$ cat src/proc_inst_pkg.sv
// ----------------------------------------
// instruction encoding for the core
// opcodes, field positions, csr numbers
// ----------------------------------------

package proc_inst_pkg;

  // opcode lives in bits 31..26, other values act as no-op
  typedef enum logic [5:0] {
    OP_ADDU  = 6'h01,
    OP_SUBU  = 6'h02,
    OP_AND   = 6'h03,
    OP_BNE   = 6'h05,
    OP_ADDIU = 6'h09,
    OP_LUI   = 6'h0f,
    OP_MFX   = 6'h10,
    OP_MTX   = 6'h11,
    OP_CSRR  = 6'h12,
    OP_CSRW  = 6'h13,
    OP_LW    = 6'h23,
    OP_SW    = 6'h2b
  } proc_opcode_e;

  // register field positions, each 5 bits wide
  localparam int RS_LSB = 21;
  localparam int RT_LSB = 16;
  localparam int RD_LSB = 11;

  // csr numbers, carried in the immediate
  localparam logic [15:0] CSR_NUMCORES = 16'h0fc1;
  localparam logic [15:0] CSR_COREID   = 16'h0f14;
  localparam logic [15:0] CSR_STATS_EN = 16'h07c1;

  // alu functions
  localparam logic [1:0] ALU_ADD  = 2'd0;
  localparam logic [1:0] ALU_SUB  = 2'd1;
  localparam logic [1:0] ALU_AND  = 2'd2;
  localparam logic [1:0] ALU_PASS = 2'd3;

  // operand and writeback selects
  localparam logic [1:0] BYP_RF   = 2'd0;
  localparam logic [1:0] BYP_X    = 2'd1;
  localparam logic [1:0] BYP_W    = 2'd2;
  localparam logic [1:0] OP1_REG  = 2'd0;
  localparam logic [1:0] OP1_IMM  = 2'd1;
  localparam logic [1:0] OP1_LUI  = 2'd2;
  localparam logic [1:0] OP1_MNGR = 2'd3;
  localparam logic [1:0] WB_ALU   = 2'd0;
  localparam logic [1:0] WB_MEM   = 2'd1;
  localparam logic [1:0] WB_CSR   = 2'd2;

endpackage

$ cat src/proc_mem_pkg.sv
// ----------------------------------------
// memory port definitions
// request type and bus widths
// ----------------------------------------

package proc_mem_pkg;

  // address and data widths of both ports
  localparam int ADDR_W = 32;
  localparam int DATA_W = 32;

  // request type on the data port
  typedef enum logic {
    MEM_READ  = 1'b0,
    MEM_WRITE = 1'b1
  } proc_memreq_type_e;

endpackage

$ cat src/proc_regfile.sv
// ----------------------------------------
// register file, 2 read ports, 1 write
// ----------------------------------------

`timescale 1ns/1ps

module proc_regfile (
  input  logic        clk,
  input  logic [4:0]  raddr0,
  output logic [31:0] rdata0,
  input  logic [4:0]  raddr1,
  output logic [31:0] rdata1,
  input  logic        wen,
  input  logic [4:0]  waddr,
  input  logic [31:0] wdata
);

  logic [31:0] regs [0:31];

  // write port, r0 stays untouched
  always_ff @(posedge clk)
  begin
    if (wen && (waddr != 5'd0))
    begin
      regs[waddr] <= wdata;
    end
  end

  // combinational reads, r0 is hardwired zero
  // the W bypass in the datapath covers same-cycle writes
  always_comb
  begin
    rdata0 = (raddr0 == 5'd0) ? 32'd0 : regs[raddr0];
    rdata1 = (raddr1 == 5'd0) ? 32'd0 : regs[raddr1];
  end

endmodule

$ cat src/proc_csr.sv
// ----------------------------------------
// control/status registers
// stats enable plus core id and count
// ----------------------------------------

`timescale 1ns/1ps

module proc_csr #(
  parameter int p_num_cores = 1,
  parameter int p_core_id   = 0
) (
  input  logic        clk,
  input  logic        rst_n,
  input  logic [15:0] rd_addr,
  output logic [31:0] rd_data,
  input  logic        wen,
  input  logic [15:0] wr_addr,
  input  logic [31:0] wr_data,
  output logic        stats_en
);

  import proc_inst_pkg::*;

  // only stats_en is writable
  always_ff @(posedge clk)
  begin
    if (!rst_n)
      stats_en <= 1'b0;
    else if (wen && (wr_addr == CSR_STATS_EN))
      stats_en <= wr_data[0];
  end

  // read mux used by csrr in D
  always_comb
  begin
    case (rd_addr)
      CSR_NUMCORES: rd_data = 32'(p_num_cores);
      CSR_COREID:   rd_data = 32'(p_core_id);
      CSR_STATS_EN: rd_data = {31'd0, stats_en};
      default:      rd_data = 32'd0;
    endcase
  end

  // csrw coming out of W must name the one writable csr
  a_csr_write_target: assert property (@(posedge clk) disable iff (!rst_n)
    wen |-> (wr_addr == CSR_STATS_EN));

endmodule

$ cat src/proc_ctrl.sv
// ----------------------------------------
// pipeline control for the 4-stage core
// decode, stalls, squash, bypass selects
// ----------------------------------------

`timescale 1ns/1ps

module proc_ctrl (
  input  logic        clk,
  input  logic        rst_n,
  output logic        imemreq_val,
  input  logic        imemreq_rdy,
  input  logic        imemresp_val,
  output logic        imemresp_rdy,
  output logic        dmemreq_val,
  input  logic        dmemreq_rdy,
  output proc_mem_pkg::proc_memreq_type_e dmemreq_type,
  input  logic        dmemresp_val,
  output logic        dmemresp_rdy,
  input  logic        from_mngr_val,
  output logic        from_mngr_rdy,
  output logic        to_mngr_val,
  input  logic        to_mngr_rdy,
  output logic        pc_sel_F,
  output logic        reg_en_F,
  output logic        reg_en_D,
  output logic        reg_en_X,
  output logic        reg_en_W,
  output logic [1:0]  op0_byp_sel_D,
  output logic [1:0]  op1_byp_sel_D,
  output logic [1:0]  op1_sel_D,
  output logic [1:0]  alu_fn_X,
  output logic [1:0]  wb_sel_X,
  output logic [4:0]  rf_waddr_W,
  output logic        rf_wen_W,
  output logic        csr_wen_W,
  output logic [15:0] csr_addr_D,
  output logic [15:0] csr_waddr_W,
  input  logic [31:0] inst_D,
  input  logic        br_cond_ne_X
);

  import proc_inst_pkg::*;
  import proc_mem_pkg::*;

  // stage state
  logic started, req_out, val_D, val_X, val_W, dreq_sent_X;
  logic [1:0] drop_cnt;
  // X and W control fields
  logic rf_wen_X, lw_X, sw_X, bne_X, mtx_X, csrw_X, csrw_W;
  logic [4:0] rf_waddr_X;
  logic [15:0] csr_waddr_X;
  // D decode
  proc_opcode_e opcode_D;
  logic [4:0] rs_D, rt_D, rd_D, d_waddr;
  logic d_rs_en, d_rt_en, d_wen, d_lw, d_sw, d_bne, d_mfx, d_mtx, d_csrr, d_csrw;
  logic [1:0] d_alu_fn, d_wb_sel;
  // handshake and stall terms
  logic req_fire, resp_fire, resp_drop, resp_take, squash, squash_inc;
  logic stall_X, x_ready, load_use, csr_hz, stall_D, go_D;

  // ----------------------------------------
  // decode in D
  // ----------------------------------------
  assign opcode_D   = proc_opcode_e'(inst_D[31:26]);
  assign rs_D       = inst_D[RS_LSB +: 5];
  assign rt_D       = inst_D[RT_LSB +: 5];
  assign rd_D       = inst_D[RD_LSB +: 5];
  assign csr_addr_D = inst_D[15:0];

  always_comb
  begin
    {d_rs_en, d_rt_en, d_wen, d_lw, d_sw, d_bne} = '0;
    {d_mfx, d_mtx, d_csrr, d_csrw} = '0;
    d_waddr   = rt_D;
    d_alu_fn  = ALU_ADD;
    op1_sel_D = OP1_REG;
    d_wb_sel  = WB_ALU;
    case (opcode_D)
      OP_ADDU, OP_SUBU, OP_AND:
      begin
        {d_rs_en, d_rt_en, d_wen} = 3'b111;
        d_waddr  = rd_D;
        d_alu_fn = (opcode_D == OP_SUBU) ? ALU_SUB :
                   (opcode_D == OP_AND)  ? ALU_AND : ALU_ADD;
      end
      OP_ADDIU:
      begin
        {d_rs_en, d_wen} = 2'b11;
        op1_sel_D = OP1_IMM;
      end
      OP_LUI:
      begin
        d_wen     = 1'b1;
        op1_sel_D = OP1_LUI;
        d_alu_fn  = ALU_PASS;
      end
      OP_LW:
      begin
        {d_rs_en, d_wen, d_lw} = 3'b111;
        op1_sel_D = OP1_IMM;
        d_wb_sel  = WB_MEM;
      end
      OP_SW:
      begin
        {d_rs_en, d_rt_en, d_sw} = 3'b111;
        op1_sel_D = OP1_IMM;
      end
      OP_BNE: {d_rs_en, d_rt_en, d_bne} = 3'b111;
      OP_MFX:
      begin
        {d_wen, d_mfx} = 2'b11;
        op1_sel_D = OP1_MNGR;
        d_alu_fn  = ALU_PASS;
      end
      OP_MTX: {d_rt_en, d_mtx} = 2'b11;
      OP_CSRR:
      begin
        {d_wen, d_csrr} = 2'b11;
        d_wb_sel = WB_CSR;
      end
      OP_CSRW:
      begin
        {d_rt_en, d_csrw} = 2'b11;
        d_alu_fn = ALU_PASS;
      end
      default: ;
    endcase
  end

  // ----------------------------------------
  // stalls, squash and bypass
  // ----------------------------------------
  // X waits on the data port or on the manager
  assign stall_X = val_X && (((lw_X || sw_X) && !(dreq_sent_X && dmemresp_val)) ||
                             (mtx_X && !to_mngr_rdy));
  assign x_ready = !val_X || !stall_X;
  assign squash  = val_X && bne_X && br_cond_ne_X;

  // load value only exists once lw reaches W
  assign load_use = val_X && lw_X && (rf_waddr_X != 5'd0) &&
                    ((d_rs_en && rs_D == rf_waddr_X) || (d_rt_en && rt_D == rf_waddr_X));
  assign csr_hz   = d_csrr && ((val_X && csrw_X) || (val_W && csrw_W));
  assign stall_D  = load_use || csr_hz || (d_mfx && !from_mngr_val);
  assign go_D     = val_D && !squash && !stall_D && x_ready;

  always_comb
  begin
    op0_byp_sel_D = BYP_RF;
    op1_byp_sel_D = BYP_RF;
    if (val_W && rf_wen_W && rf_waddr_W != 5'd0 && rf_waddr_W == rs_D)
      op0_byp_sel_D = BYP_W;
    if (val_X && rf_wen_X && rf_waddr_X != 5'd0 && rf_waddr_X == rs_D)
      op0_byp_sel_D = BYP_X;
    if (val_W && rf_wen_W && rf_waddr_W != 5'd0 && rf_waddr_W == rt_D)
      op1_byp_sel_D = BYP_W;
    if (val_X && rf_wen_X && rf_waddr_X != 5'd0 && rf_waddr_X == rt_D)
      op1_byp_sel_D = BYP_X;
  end

  // ----------------------------------------
  // ports and stage enables
  // ----------------------------------------
  assign imemreq_val  = started && !req_out;
  assign req_fire     = imemreq_val && imemreq_rdy;
  assign resp_drop    = (drop_cnt != 2'd0);
  assign imemresp_rdy = resp_drop || (req_out && (!val_D || go_D || squash));
  assign resp_fire    = imemresp_val && imemresp_rdy;
  assign resp_take    = resp_fire && !resp_drop;
  // squashed fetch whose response is still on its way
  assign squash_inc   = squash && ((req_out && !resp_take) || req_fire);

  assign from_mngr_rdy = val_D && d_mfx && !squash && x_ready;
  assign dmemreq_val   = val_X && (lw_X || sw_X) && !dreq_sent_X;
  assign dmemreq_type  = sw_X ? MEM_WRITE : MEM_READ;
  assign dmemresp_rdy  = val_X && (lw_X || sw_X) && dreq_sent_X;
  assign to_mngr_val   = val_X && mtx_X;

  assign pc_sel_F = squash;
  assign reg_en_F = resp_take || squash;
  assign reg_en_D = resp_take && !squash;
  assign reg_en_X = x_ready;
  assign reg_en_W = val_X && !stall_X;
  assign csr_wen_W = val_W && csrw_W;

  always_ff @(posedge clk)
  begin
    if (!rst_n)
    begin
      {started, req_out, val_D, val_X, val_W, dreq_sent_X} <= '0;
      {rf_wen_X, lw_X, sw_X, bne_X, mtx_X, csrw_X, rf_wen_W, csrw_W} <= '0;
      drop_cnt <= 2'd0;
      {rf_waddr_X, rf_waddr_W} <= '0;
      {csr_waddr_X, csr_waddr_W} <= '0;
      alu_fn_X <= ALU_ADD;
      wb_sel_X <= WB_ALU;
    end
    else
    begin
      started  <= 1'b1;
      req_out  <= squash ? 1'b0 : (req_fire || (req_out && !resp_take));
      drop_cnt <= drop_cnt + {1'b0, squash_inc} - {1'b0, resp_fire && resp_drop};
      val_D    <= !squash && (reg_en_D || (val_D && !go_D));
      if (dmemreq_val && dmemreq_rdy)
        dreq_sent_X <= 1'b1;
      else if (!stall_X)
        dreq_sent_X <= 1'b0;
      if (reg_en_X)
      begin
        val_X       <= go_D;
        rf_wen_X    <= d_wen;
        rf_waddr_X  <= d_waddr;
        {lw_X, sw_X, bne_X, mtx_X, csrw_X} <= {d_lw, d_sw, d_bne, d_mtx, d_csrw};
        alu_fn_X    <= d_alu_fn;
        wb_sel_X    <= d_wb_sel;
        csr_waddr_X <= csr_addr_D;
      end
      val_W <= reg_en_W;
      if (reg_en_W)
      begin
        rf_wen_W    <= rf_wen_X;
        rf_waddr_W  <= rf_waddr_X;
        csrw_W      <= csrw_X;
        csr_waddr_W <= csr_waddr_X;
      end
    end
  end

  // enables never act on an unknown valid
  a_en_known_f: assert property (@(posedge clk) disable iff (!rst_n)
    reg_en_F |-> !$isunknown(imemresp_val));
  a_en_known_x: assert property (@(posedge clk) disable iff (!rst_n)
    reg_en_X |-> !$isunknown(go_D));

  // only one fetch is ever in flight
  // a wrap below zero would show up as a count above one
  a_drop_floor: assert property (@(posedge clk) disable iff (!rst_n)
    drop_cnt <= 2'd1);

endmodule

$ cat src/proc_dpath.sv
// ----------------------------------------
// datapath: pc, pipeline registers, alu,
// branch compare and writeback mux
// ----------------------------------------

`timescale 1ns/1ps

module proc_dpath (
  input  logic        clk,
  input  logic        rst_n,
  output logic [proc_mem_pkg::ADDR_W-1:0] imemreq_addr,
  input  logic [proc_mem_pkg::DATA_W-1:0] imemresp_data,
  output logic [proc_mem_pkg::ADDR_W-1:0] dmemreq_addr,
  output logic [proc_mem_pkg::DATA_W-1:0] dmemreq_data,
  input  logic [proc_mem_pkg::DATA_W-1:0] dmemresp_data,
  input  logic [proc_mem_pkg::DATA_W-1:0] from_mngr_data,
  output logic [proc_mem_pkg::DATA_W-1:0] to_mngr_data,
  output logic [4:0]  rf_raddr0,
  output logic [4:0]  rf_raddr1,
  input  logic [31:0] rf_rdata0,
  input  logic [31:0] rf_rdata1,
  output logic [31:0] rf_wdata,
  input  logic [31:0] csr_rd_data,
  output logic [31:0] csr_wr_data,
  input  logic        pc_sel_F,
  input  logic        reg_en_F,
  input  logic        reg_en_D,
  input  logic        reg_en_X,
  input  logic        reg_en_W,
  input  logic [1:0]  op0_byp_sel_D,
  input  logic [1:0]  op1_byp_sel_D,
  input  logic [1:0]  op1_sel_D,
  input  logic [1:0]  alu_fn_X,
  input  logic [1:0]  wb_sel_X,
  output logic [31:0] inst_D,
  output logic        br_cond_ne_X
);

  import proc_inst_pkg::*;
  import proc_mem_pkg::*;

  logic [ADDR_W-1:0] pc_F, pc_D, br_target_D, br_target_X;
  logic [DATA_W-1:0] imm_D, op0_D, rt_val_D, op1_D;
  logic [DATA_W-1:0] op0_X, op1_X, sdata_X, csr_X, alu_X, result_X, result_W;

  // ----------------------------------------
  // F and D
  // ----------------------------------------
  // pc_F is the address of the pending or next fetch
  always_ff @(posedge clk)
  begin
    if (!rst_n)
      pc_F <= 32'h0000_0200;
    else if (reg_en_F)
      pc_F <= pc_sel_F ? br_target_X : pc_F + 32'd4;
  end
  assign imemreq_addr = pc_F;

  always_ff @(posedge clk)
  begin
    if (reg_en_D)
    begin
      inst_D <= imemresp_data;
      pc_D   <= pc_F;
    end
  end

  assign rf_raddr0   = inst_D[RS_LSB +: 5];
  assign rf_raddr1   = inst_D[RT_LSB +: 5];
  assign imm_D       = {{16{inst_D[15]}}, inst_D[15:0]};
  // word offset relative to pc+4
  assign br_target_D = pc_D + 32'd4 + {imm_D[29:0], 2'b00};

  // operand bypass, X wins over W
  always_comb
  begin
    case (op0_byp_sel_D)
      BYP_X:   op0_D = result_X;
      BYP_W:   op0_D = result_W;
      default: op0_D = rf_rdata0;
    endcase
    case (op1_byp_sel_D)
      BYP_X:   rt_val_D = result_X;
      BYP_W:   rt_val_D = result_W;
      default: rt_val_D = rf_rdata1;
    endcase
    case (op1_sel_D)
      OP1_IMM:  op1_D = imm_D;
      OP1_LUI:  op1_D = {inst_D[15:0], 16'd0};
      OP1_MNGR: op1_D = from_mngr_data;
      default:  op1_D = rt_val_D;
    endcase
  end

  // ----------------------------------------
  // X and W
  // ----------------------------------------
  always_ff @(posedge clk)
  begin
    if (reg_en_X)
    begin
      op0_X       <= op0_D;
      op1_X       <= op1_D;
      sdata_X     <= rt_val_D;
      csr_X       <= csr_rd_data;
      br_target_X <= br_target_D;
    end
  end

  always_comb
  begin
    case (alu_fn_X)
      ALU_SUB:  alu_X = op0_X - op1_X;
      ALU_AND:  alu_X = op0_X & op1_X;
      ALU_PASS: alu_X = op1_X;
      default:  alu_X = op0_X + op1_X;
    endcase
    case (wb_sel_X)
      WB_MEM:  result_X = dmemresp_data;
      WB_CSR:  result_X = csr_X;
      default: result_X = alu_X;
    endcase
  end

  // bne compares both register operands
  assign br_cond_ne_X = (op0_X != op1_X);
  assign dmemreq_addr = alu_X;
  assign dmemreq_data = sdata_X;
  assign to_mngr_data = sdata_X;

  always_ff @(posedge clk)
  begin
    if (reg_en_W)
      result_W <= result_X;
  end

  assign rf_wdata    = result_W;
  assign csr_wr_data = result_W;

endmodule

$ cat src/proc_pipelined.sv
// ----------------------------------------
// 4-stage pipelined core, top level
// ----------------------------------------

`timescale 1ns/1ps

module proc_pipelined #(
  parameter int p_num_cores = 1,
  parameter int p_core_id   = 0
) (
  input  logic        clk,
  input  logic        rst_n,
  output logic        imemreq_val,
  input  logic        imemreq_rdy,
  output logic [proc_mem_pkg::ADDR_W-1:0] imemreq_addr,
  input  logic        imemresp_val,
  output logic        imemresp_rdy,
  input  logic [proc_mem_pkg::DATA_W-1:0] imemresp_data,
  output logic        dmemreq_val,
  input  logic        dmemreq_rdy,
  output proc_mem_pkg::proc_memreq_type_e dmemreq_type,
  output logic [proc_mem_pkg::ADDR_W-1:0] dmemreq_addr,
  output logic [proc_mem_pkg::DATA_W-1:0] dmemreq_data,
  input  logic        dmemresp_val,
  output logic        dmemresp_rdy,
  input  logic [proc_mem_pkg::DATA_W-1:0] dmemresp_data,
  input  logic        from_mngr_val,
  output logic        from_mngr_rdy,
  input  logic [proc_mem_pkg::DATA_W-1:0] from_mngr_data,
  output logic        to_mngr_val,
  input  logic        to_mngr_rdy,
  output logic [proc_mem_pkg::DATA_W-1:0] to_mngr_data,
  output logic        stats_en
);

  // ctrl to dpath
  logic        pc_sel_F, reg_en_F, reg_en_D, reg_en_X, reg_en_W;
  logic [1:0]  op0_byp_sel_D, op1_byp_sel_D, op1_sel_D, alu_fn_X, wb_sel_X;
  // register file and csr wiring
  logic [4:0]  rf_raddr0, rf_raddr1, rf_waddr_W;
  logic [31:0] rf_rdata0, rf_rdata1, rf_wdata;
  logic        rf_wen_W, csr_wen_W;
  logic [15:0] csr_addr_D, csr_waddr_W;
  logic [31:0] csr_rd_data, csr_wr_data;
  // dpath status
  logic [31:0] inst_D;
  logic        br_cond_ne_X;

  // all ctrl and dpath ports share their names with these nets
  proc_ctrl ctrl (.*);

  proc_dpath dpath (.*);

  proc_regfile rf (
    .clk    (clk),
    .raddr0 (rf_raddr0),
    .rdata0 (rf_rdata0),
    .raddr1 (rf_raddr1),
    .rdata1 (rf_rdata1),
    .wen    (rf_wen_W),
    .waddr  (rf_waddr_W),
    .wdata  (rf_wdata)
  );

  proc_csr #(
    .p_num_cores (p_num_cores),
    .p_core_id   (p_core_id)
  ) csr (
    .clk      (clk),
    .rst_n    (rst_n),
    .rd_addr  (csr_addr_D),
    .rd_data  (csr_rd_data),
    .wen      (csr_wen_W),
    .wr_addr  (csr_waddr_W),
    .wr_data  (csr_wr_data),
    .stats_en (stats_en)
  );

endmodule

$ cat config.mk
export PLATFORM = sky130hd
export DESIGN_NAME = proc_pipelined
export DESIGN_NICKNAME = d
export VERILOG_FILES = /design/src/proc_inst_pkg.sv /design/src/proc_mem_pkg.sv /design/src/proc_regfile.sv /design/src/proc_csr.sv /design/src/proc_ctrl.sv /design/src/proc_dpath.sv /design/src/proc_pipelined.sv
export SDC_FILE = /design/constraint.sdc
export NUM_CORES = 2
export LEC_CHECK = 0
export BUFFER_PORTS_ARGS = -buffer_cell sky130_fd_sc_hd__buf_2
export CAP_MARGIN = 40
export CELL_PAD_IN_SITES_DETAIL_PLACEMENT = 1
export CELL_PAD_IN_SITES_GLOBAL_PLACEMENT = 1
export CORE_ASPECT_RATIO = 2
export CORE_MARGIN = 1.5
export CORE_UTILIZATION = 45
export CTS_BUF_LIST = sky130_fd_sc_hd__clkbuf_16
export DETAILED_ROUTE_END_ITERATION = 12
export GPL_ROUTABILITY_DRIVEN = 1
export PLACE_DENSITY = 0.71
export SYNTH_ARGS = -nofsm -noshare
export SYNTH_HDL_FRONTEND = slang
export SYNTH_SLANG_ARGS = --single-unit
$ cat constraint.sdc
create_clock -name clk -period 10.1 [get_ports clk]
set_input_delay 1.515 -clock clk [delete_from_list [all_inputs] [get_ports clk]]
set_output_delay 1.515 -clock clk [all_outputs]
set_load 0.1 [all_outputs]
Word-level counts from Yosys, hierarchy flattened --
Memories as Yosys holds them, arrays and structs flattened. A register that Yosys moved wholly into a read port is not among the register bits. Index checks and enable logic that the tools add are counted.
Word-level totals: memories kept 1, bits in writable memories 1024, bits in registers 351, output and inout bits 136
Operators by class: add/subtract/negate cells 7, multiplexer cells 37, equal/unequal tests 35, bitwise operators 2, reduce and logical (&&, ||, !) cells 86
Memories:
- rf.regs | words 32, bits a word 32, rd ports 2, clocked after Yosys merged registers in 2, wr ports 1, RTL line proc_regfile.sv:18 | logic [31:0] regs [0:31];
Operators with widths (count):
- $pmux W32 S2 | 3
- $pmux W32 S3 | 2
- $mux W32 | 3
- $add A32 B3 Y32 const B | 2
- $add A32 B32 Y32 | 2
- $logic_and A1 B1 Y1 | 48
- $and A32 B32 Y32 | 1
- $eq A16 B11 Y1 const B | 2
- $ne A32 B32 Y1 | 1
- $sub A32 B32 Y32 | 1
- $eq A5 B5 Y1 | 6
- $eq A6 B5 Y1 const B | 4
- $eq A16 B12 Y1 const B | 1
- $mux W1 | 16
- $mux W5 | 3
- $eq A2 B2 Y1 const B | 7
- $reduce_or A7 Y1 | 2
- $logic_not A1 Y1 | 13
- $logic_or A1 B1 Y1 | 13
- $eq A6 B2 Y1 const B | 2
- $eq A6 B4 Y1 const B | 2
- $eq A6 B6 Y1 const B | 2
- $mux W2 | 6
- $eq A2 B1 Y1 const B | 5
- 15 further kinds | 20

Logic depth before layout (Yosys ltp) --
depth in word-level cells 23, mapped depth 17, depth with buffers taken out 15

By module --
From an unflattened synthesis, not the netlist that was laid out.
Unflattened totals: cell total of the unflattened synthesis 5054, area total of the unflattened synthesis 71235.8 µm²
Modules (own cells, without submodules):
- proc_regfile | seq. area each 30749.5 µm², instances 1, cells each 2564, area an instance 47922.2 µm²
- proc_dpath | seq. area each 8328.0 µm², instances 1, cells each 2047, area an instance 19745.2 µm²
- proc_ctrl | seq. area each 1221.2 µm², instances 1, cells each 396, area an instance 3190.6 µm²
- proc_csr | seq. area each 20.0 µm², instances 1, cells each 47, area an instance 377.9 µm²

Worst setup path before layout --
No wires, ideal clock.
kind input-to-reg, start in dmemresp_val, end reg dpath.br_target_X[0], enable pin, cell stages on the path 6, setup slack 3.798 ns, required time 9.557 ns, arrival time 5.759 ns, library setup time 0.543 ns, cell sequence a21oi_1 a21oi_1 nor2b_1 clkbuf_1 inv_1 buf_1
On the way: longest elaborated chain between the ends 7
RTL lines:
- start, declared | RTL line proc_pipelined.sv:24 | input logic dmemresp_val,
- $logic_and A1 B1 Y1 | RTL line proc_ctrl.sv:135 | assign stall_X = val_X && (((lw_X || sw_X) && !(dreq_sent_X && dmemresp_val)) ||
- $logic_not A1 Y1 | RTL line proc_ctrl.sv:135
- $logic_and A1 B1 Y1 | RTL line proc_ctrl.sv:135
- $logic_or A1 B1 Y1 | RTL line proc_ctrl.sv:135
- $logic_and A1 B1 Y1 | RTL line proc_ctrl.sv:135
- $logic_not A1 Y1 | RTL line proc_ctrl.sv:137 | assign x_ready = !val_X || !stall_X;
- $logic_or A1 B1 Y1 | RTL line proc_ctrl.sv:137
- via ctrl.reg_en_X | RTL line proc_ctrl.sv:27 | output logic reg_en_X,
- end signal, assigned | RTL line proc_dpath.sv:106 | br_target_X <= br_target_D;
- end, declared | RTL line proc_dpath.sv:42 | logic [ADDR_W-1:0] pc_F, pc_D, br_target_D, br_target_X;
The timed path passes the listed nets, and every way through them passes these cells. A chain may end at the register's enable or synchronous reset.

Worst setup path in the final report --
start reg dpath.op0_X[0], end out dmemreq_addr[24] in the netlist's numbering
On the way: longest elaborated chain between the ends 2, elaborated cells between the ends (all ways) 3, those cells by class 2 x add/sub; 1 x mux
RTL lines:
- start, declared | RTL line proc_dpath.sv:44 | logic [DATA_W-1:0] op0_X, op1_X, sdata_X, csr_X, alu_X, result_X, result_W;
- start signal, assigned | RTL line proc_dpath.sv:102 | op0_X <= op0_D;
- $add A32 B32 Y32 or $sub A32 B32 Y32 (tied branches) | RTL line proc_dpath.sv:116, proc_dpath.sv:113
- $pmux W32 S3 * | RTL line proc_dpath.sv:112 | case (alu_fn_X)
- end, declared | RTL line proc_pipelined.sv:22 | output logic [proc_mem_pkg::ADDR_W-1:0] dmemreq_addr,
Mark *: on every way between the ends. The rest lies on a longest branch, timed or not.

==> results <==
- Summed over all layers, the routed wires come to 231600 um.
- The number of global-route vias before repair is 45680.
- The number of antenna violations at the first check in global routing is 14.
- The clock net in this run drives a total of 1353 sinks.
- The final weighted congestion of routability-driven global placement is 1.016.
- Global routing consumed, over all layers together, 30.31% of the routing resources.
- The count of port buffers added during placement is 239.
- The master of the slowest instance on the critical path is sky130_fd_sc_hd__or3_1.
- Summed over its instances, the top area cell type makes up 55.42% of the synthesized netlist area.
- The synthesized design contains 1249 enable-type register cells.
- Sorting the synthesized cells by how often they occur yields sky130_fd_sc_hd__edfxtp_1, sky130_fd_sc_hd__mux4_2, sky130_fd_sc_hd__nand2_1, sky130_fd_sc_hd__a21oi_1, sky130_fd_sc_hd__nor2_1.
- The data arrival at the endpoint of the critical path is 4.78 ns.
- Adding up every negative setup slack in the final design gives 0 ns.
- The count of nets after finishing is 4614.
- The total of max-cap violations is 0.
- The total die area is 152900 um2.
- The most prevalent standard cell on the critical path is sky130_fd_sc_hd__inv_1.
- The smallest clock period supported by the final layout is computed as 6.293 ns.
- In the post-synthesis netlist, the biggest area contributors are sky130_fd_sc_hd__edfxtp_1, sky130_fd_sc_hd__mux4_2, sky130_fd_sc_hd__dfxtp_1, sky130_fd_sc_hd__ha_1, sky130_fd_sc_hd__a21oi_1.
- The number of synthesis warnings is 0.
- The final-report max-slew violation count is 0.
- For this design the static power due to leakage is 25.66 nW.
- The most common cell in the netlist is sky130_fd_sc_hd__edfxtp_1.
- The total count of hold-check failures in the final report is 0.
- The first global-routing pass estimated 329600 um of wire.
- Synthesis produced 4159 cells.
- Measured along the x axis, the die boundary spans 277.2 um.
- The number of clock buffers inserted by TritonCTS is 115.
- The count of unique library cells instantiated by Yosys is 91.
- The pin count of the biggest net entering global routing is 127.
- The highest ir drop seen on vdd is 124.0 uV.
- The TritonCTS clock tree is yes.
- Headroom to the max-slew limit came out at 23.68%.
- For this run, the slowest stage of the critical path takes 0.58 ns.
- The hold buffer count at cts is 0.
- The later pin in the worst-skew pair is clocked with a latency of 0.73 ns.
- The worst-case setup margin in the final layout is 3.807 ns.
- The floorplan row count is 201.
- The flow ran to the end, and the final reports show no timing, DRC or antenna violations.
- The power per cell area is 189.6 nW/um2.
- The count of H-tree levels built during CTS is 3.
- The worst setup path is captured at an output port.
- Setup repair after global routing left no endpoint under its margin.
- No sink is reached through more buffers than the 3 on the longest clock path.
- From synthesis to final layout, the design area changed by 12.30%.
- Of the synthesized area, sequential elements account for 58.50%.
- The portion of the clock cycle consumed by the worst path in the final layout is 62.31%.
- Post-CTS timing repair inserted 0 buffers for setup.
- The classification of the worst setup path is flop to output port.
- For the pin with the worst max-slew slack, the measured transition is 1.145 ns.
- For this design the top-level I/O count stands at 240.
- The flip-flop cell with the highest count after synthesis is sky130_fd_sc_hd__edfxtp_1.
- The area inside the core boundary is 149600 um2.
- The final setup violation count is 0.
- The post-detailed-placement half-perimeter wirelength is 153200 um.
- After global routing the overflow that remains totals 0.
- The async set-or-reset flop fraction in the synthesized netlist is 0%.
- In this run, synthesis produced a sequential element count of 1353.
- Gates resized during post-CTS repair numbered 0.
- The kind of start point of the critical path is a flop.
- The root buffer cell chosen for the clock tree is sky130_fd_sc_hd__clkbuf_16.
- The detailed router placed 42920 vias in this run.
- Along the worst path, the maximum fanout reaches 4.
- The number of optimization iterations in the first detailed-route pass is 5.
- The signal on the critical path passes through inv_1 -> ha_1 -> inv_1 -> fa_1 -> a211oi_1 -> o21a_1 -> a2111o_1 -> a21boi_1 -> o2111ai_1 -> a2111oi_0 -> or3_1 -> inv_1 -> buf_2.
- After the first detailed-routing iteration, the DRC count stood at 3939.
- After clock tree synthesis, the clock-pin slew on the worst setup and hold paths is 0.07 ns.
- In this run the mean area of a mapped cell was 16.27 um2.
- Static timing analysis puts the maximum clock frequency at 158.9 MHz.
- The classification of the worst-slack hold path is flop to flop.
- The critical path contains buffers and inverters numbering 4 combined.
- The ratio of cells with drive above 1 in the final layout is 29.77%.
- The via count normalized by instance count is 6.699.
- In this run the vertical extent of the chip is 551.4 um.
- The required time at the endpoint of the critical path is 8.59 ns.
- In the routed design, unresolved DRC markers number 0.
- The worst setup slack before clock tree synthesis is 4.677 ns.
- The cell type contributing the most total cell area after synthesis is sky130_fd_sc_hd__edfxtp_1.
- The remaining antenna violation count is 0.
- The clock tree skew after final layout is 0.03151 ns.
- Grouping stages by cell kind, the critical path spends the most delay in compound AO/OA/AOI/OAI gates.
- For this configuration, the core starts out at a cell density of 45.23%.
- The layout has 14060 filler cells.
- The routed wire length per instance is 36.15 um.
- In this run the cell area of the synthesized design comes to 67670 um2.
-- sequential cells by signal, indices dropped and copies added (netlist names), 5 cells and up, named ones only --
name                flops
ctrl.csr_waddr_W       16
ctrl.csr_waddr_X       16
ctrl.rf_waddr_W         5
ctrl.rf_waddr_X         5
dpath.br_target_X      32
dpath.csr_wr_data      32
dpath.dmemreq_data     32
dpath.imemreq_addr     32
dpath.inst_D           32
dpath.op0_X            32
dpath.op1_X            32
dpath.pc_D             32
rf.regs              1024
-- per-layer routing --
| metal | part of all wire, % | track usage (%) | up-vias |
|---|---|---|---|
| met5 | 0.042 | 0 | - |
| met4 | 7.7 | 20.48 | 14 |
| met3 | 6.4 | 4.529 | 698 |
| met2 | 53 | 55.00 | 2130 |
| met1 | 33 | 32.64 | 22570 |
| li1 | - | - | 17510 |
-- logic make-up after synthesis --
group	Yosys count	synth area share, %
flip-flops	1353	58.50
multiplexers	749	23.16
AND/OR/NAND/NOR	719	5.088
AO/OA/AOI/OAI	682	6.924
buffers and inverters	438	2.773
adder cells (fa/ha/maj)	128	2.400
XOR/XNOR	89	1.152
other	1	0.005541
-- cell usage in the layout, fill, tap and decap left out, drive strengths merged, types with 28 or more instances in the layout --
master	Yosys	layout
a211oi	35	35
a21o	37	37
a21oi	194	194
a221oi	37	37
and3	28	28
buf	148	387
clkbuf	166	117
clkinv	2	49
conb	1	32
dfxtp	104	104
edfxtp	1249	1249
ha	125	125
inv	122	146
mux2	45	45
mux2i	55	55
mux4	649	649
nand2	215	215
nand3	59	59
nor2	185	185
nor2b	32	32
nor3	48	48
o211ai	28	28
o21ai	113	113
xnor2	54	54
xor2	35	35
-- through the flow --
stage	hold slack (ns)	total power [mW]	util, %	std cells	instance area [um2]
after floorplan	0.4003	8.987	-	4190	67790
after global placement	0.4049	9.888	47.55	6144	71150
after detailed placement	0.4183	9.943	48.30	6192	72270
after CTS	0.4349	14.44	50.78	6401	75980
after global routing	0.4554	14.77	50.78	6403	75990
final	0.4332	14.41	50.79	6407	76000
-- where the power goes --
part | total [mW] | internal [mW] | switching [mW] | leakage, nW
registers | 6.36 | 6.23 | 0.124 | 12.3
logic | 3.51 | 1.02 | 2.50 | 11.4
clock network | 4.54 | 2.42 | 2.12 | 1.88
total | 14.4 | 9.67 | 4.74 | 25.7
-- area by class of cell --
cell class | instances | area [um2] | share of cell area, %
clock inverter | 93 | 805.8 | 1.060
antenna | 5 | 12.51 | 0.01646
tap | 1928 | 2412 | 3.174
clock buffer | 116 | 2903 | 3.820
inverter | 124 | 470.5 | 0.6190
timing repair buffer | 389 | 3138 | 4.129
multi-input combinational | 2399 | 26630 | 35.04
sequential | 1353 | 39620 | 52.14
-- final timing paths --
path                         from                    to  slack, ns  cells after the start
hold / removal      dpath.pc_D[0]  dpath.br_target_X[0]       0.43                      0
setup / recovery   dpath.op0_X[0]      dmemreq_addr[24]       3.81                     13
setup reg to reg  dpath.op1_X[22]        dpath.pc_D[13]       4.81                     14
hold reg to reg     dpath.pc_D[0]  dpath.br_target_X[0]       0.43                      0
Power figures use the tool's default switching activity.
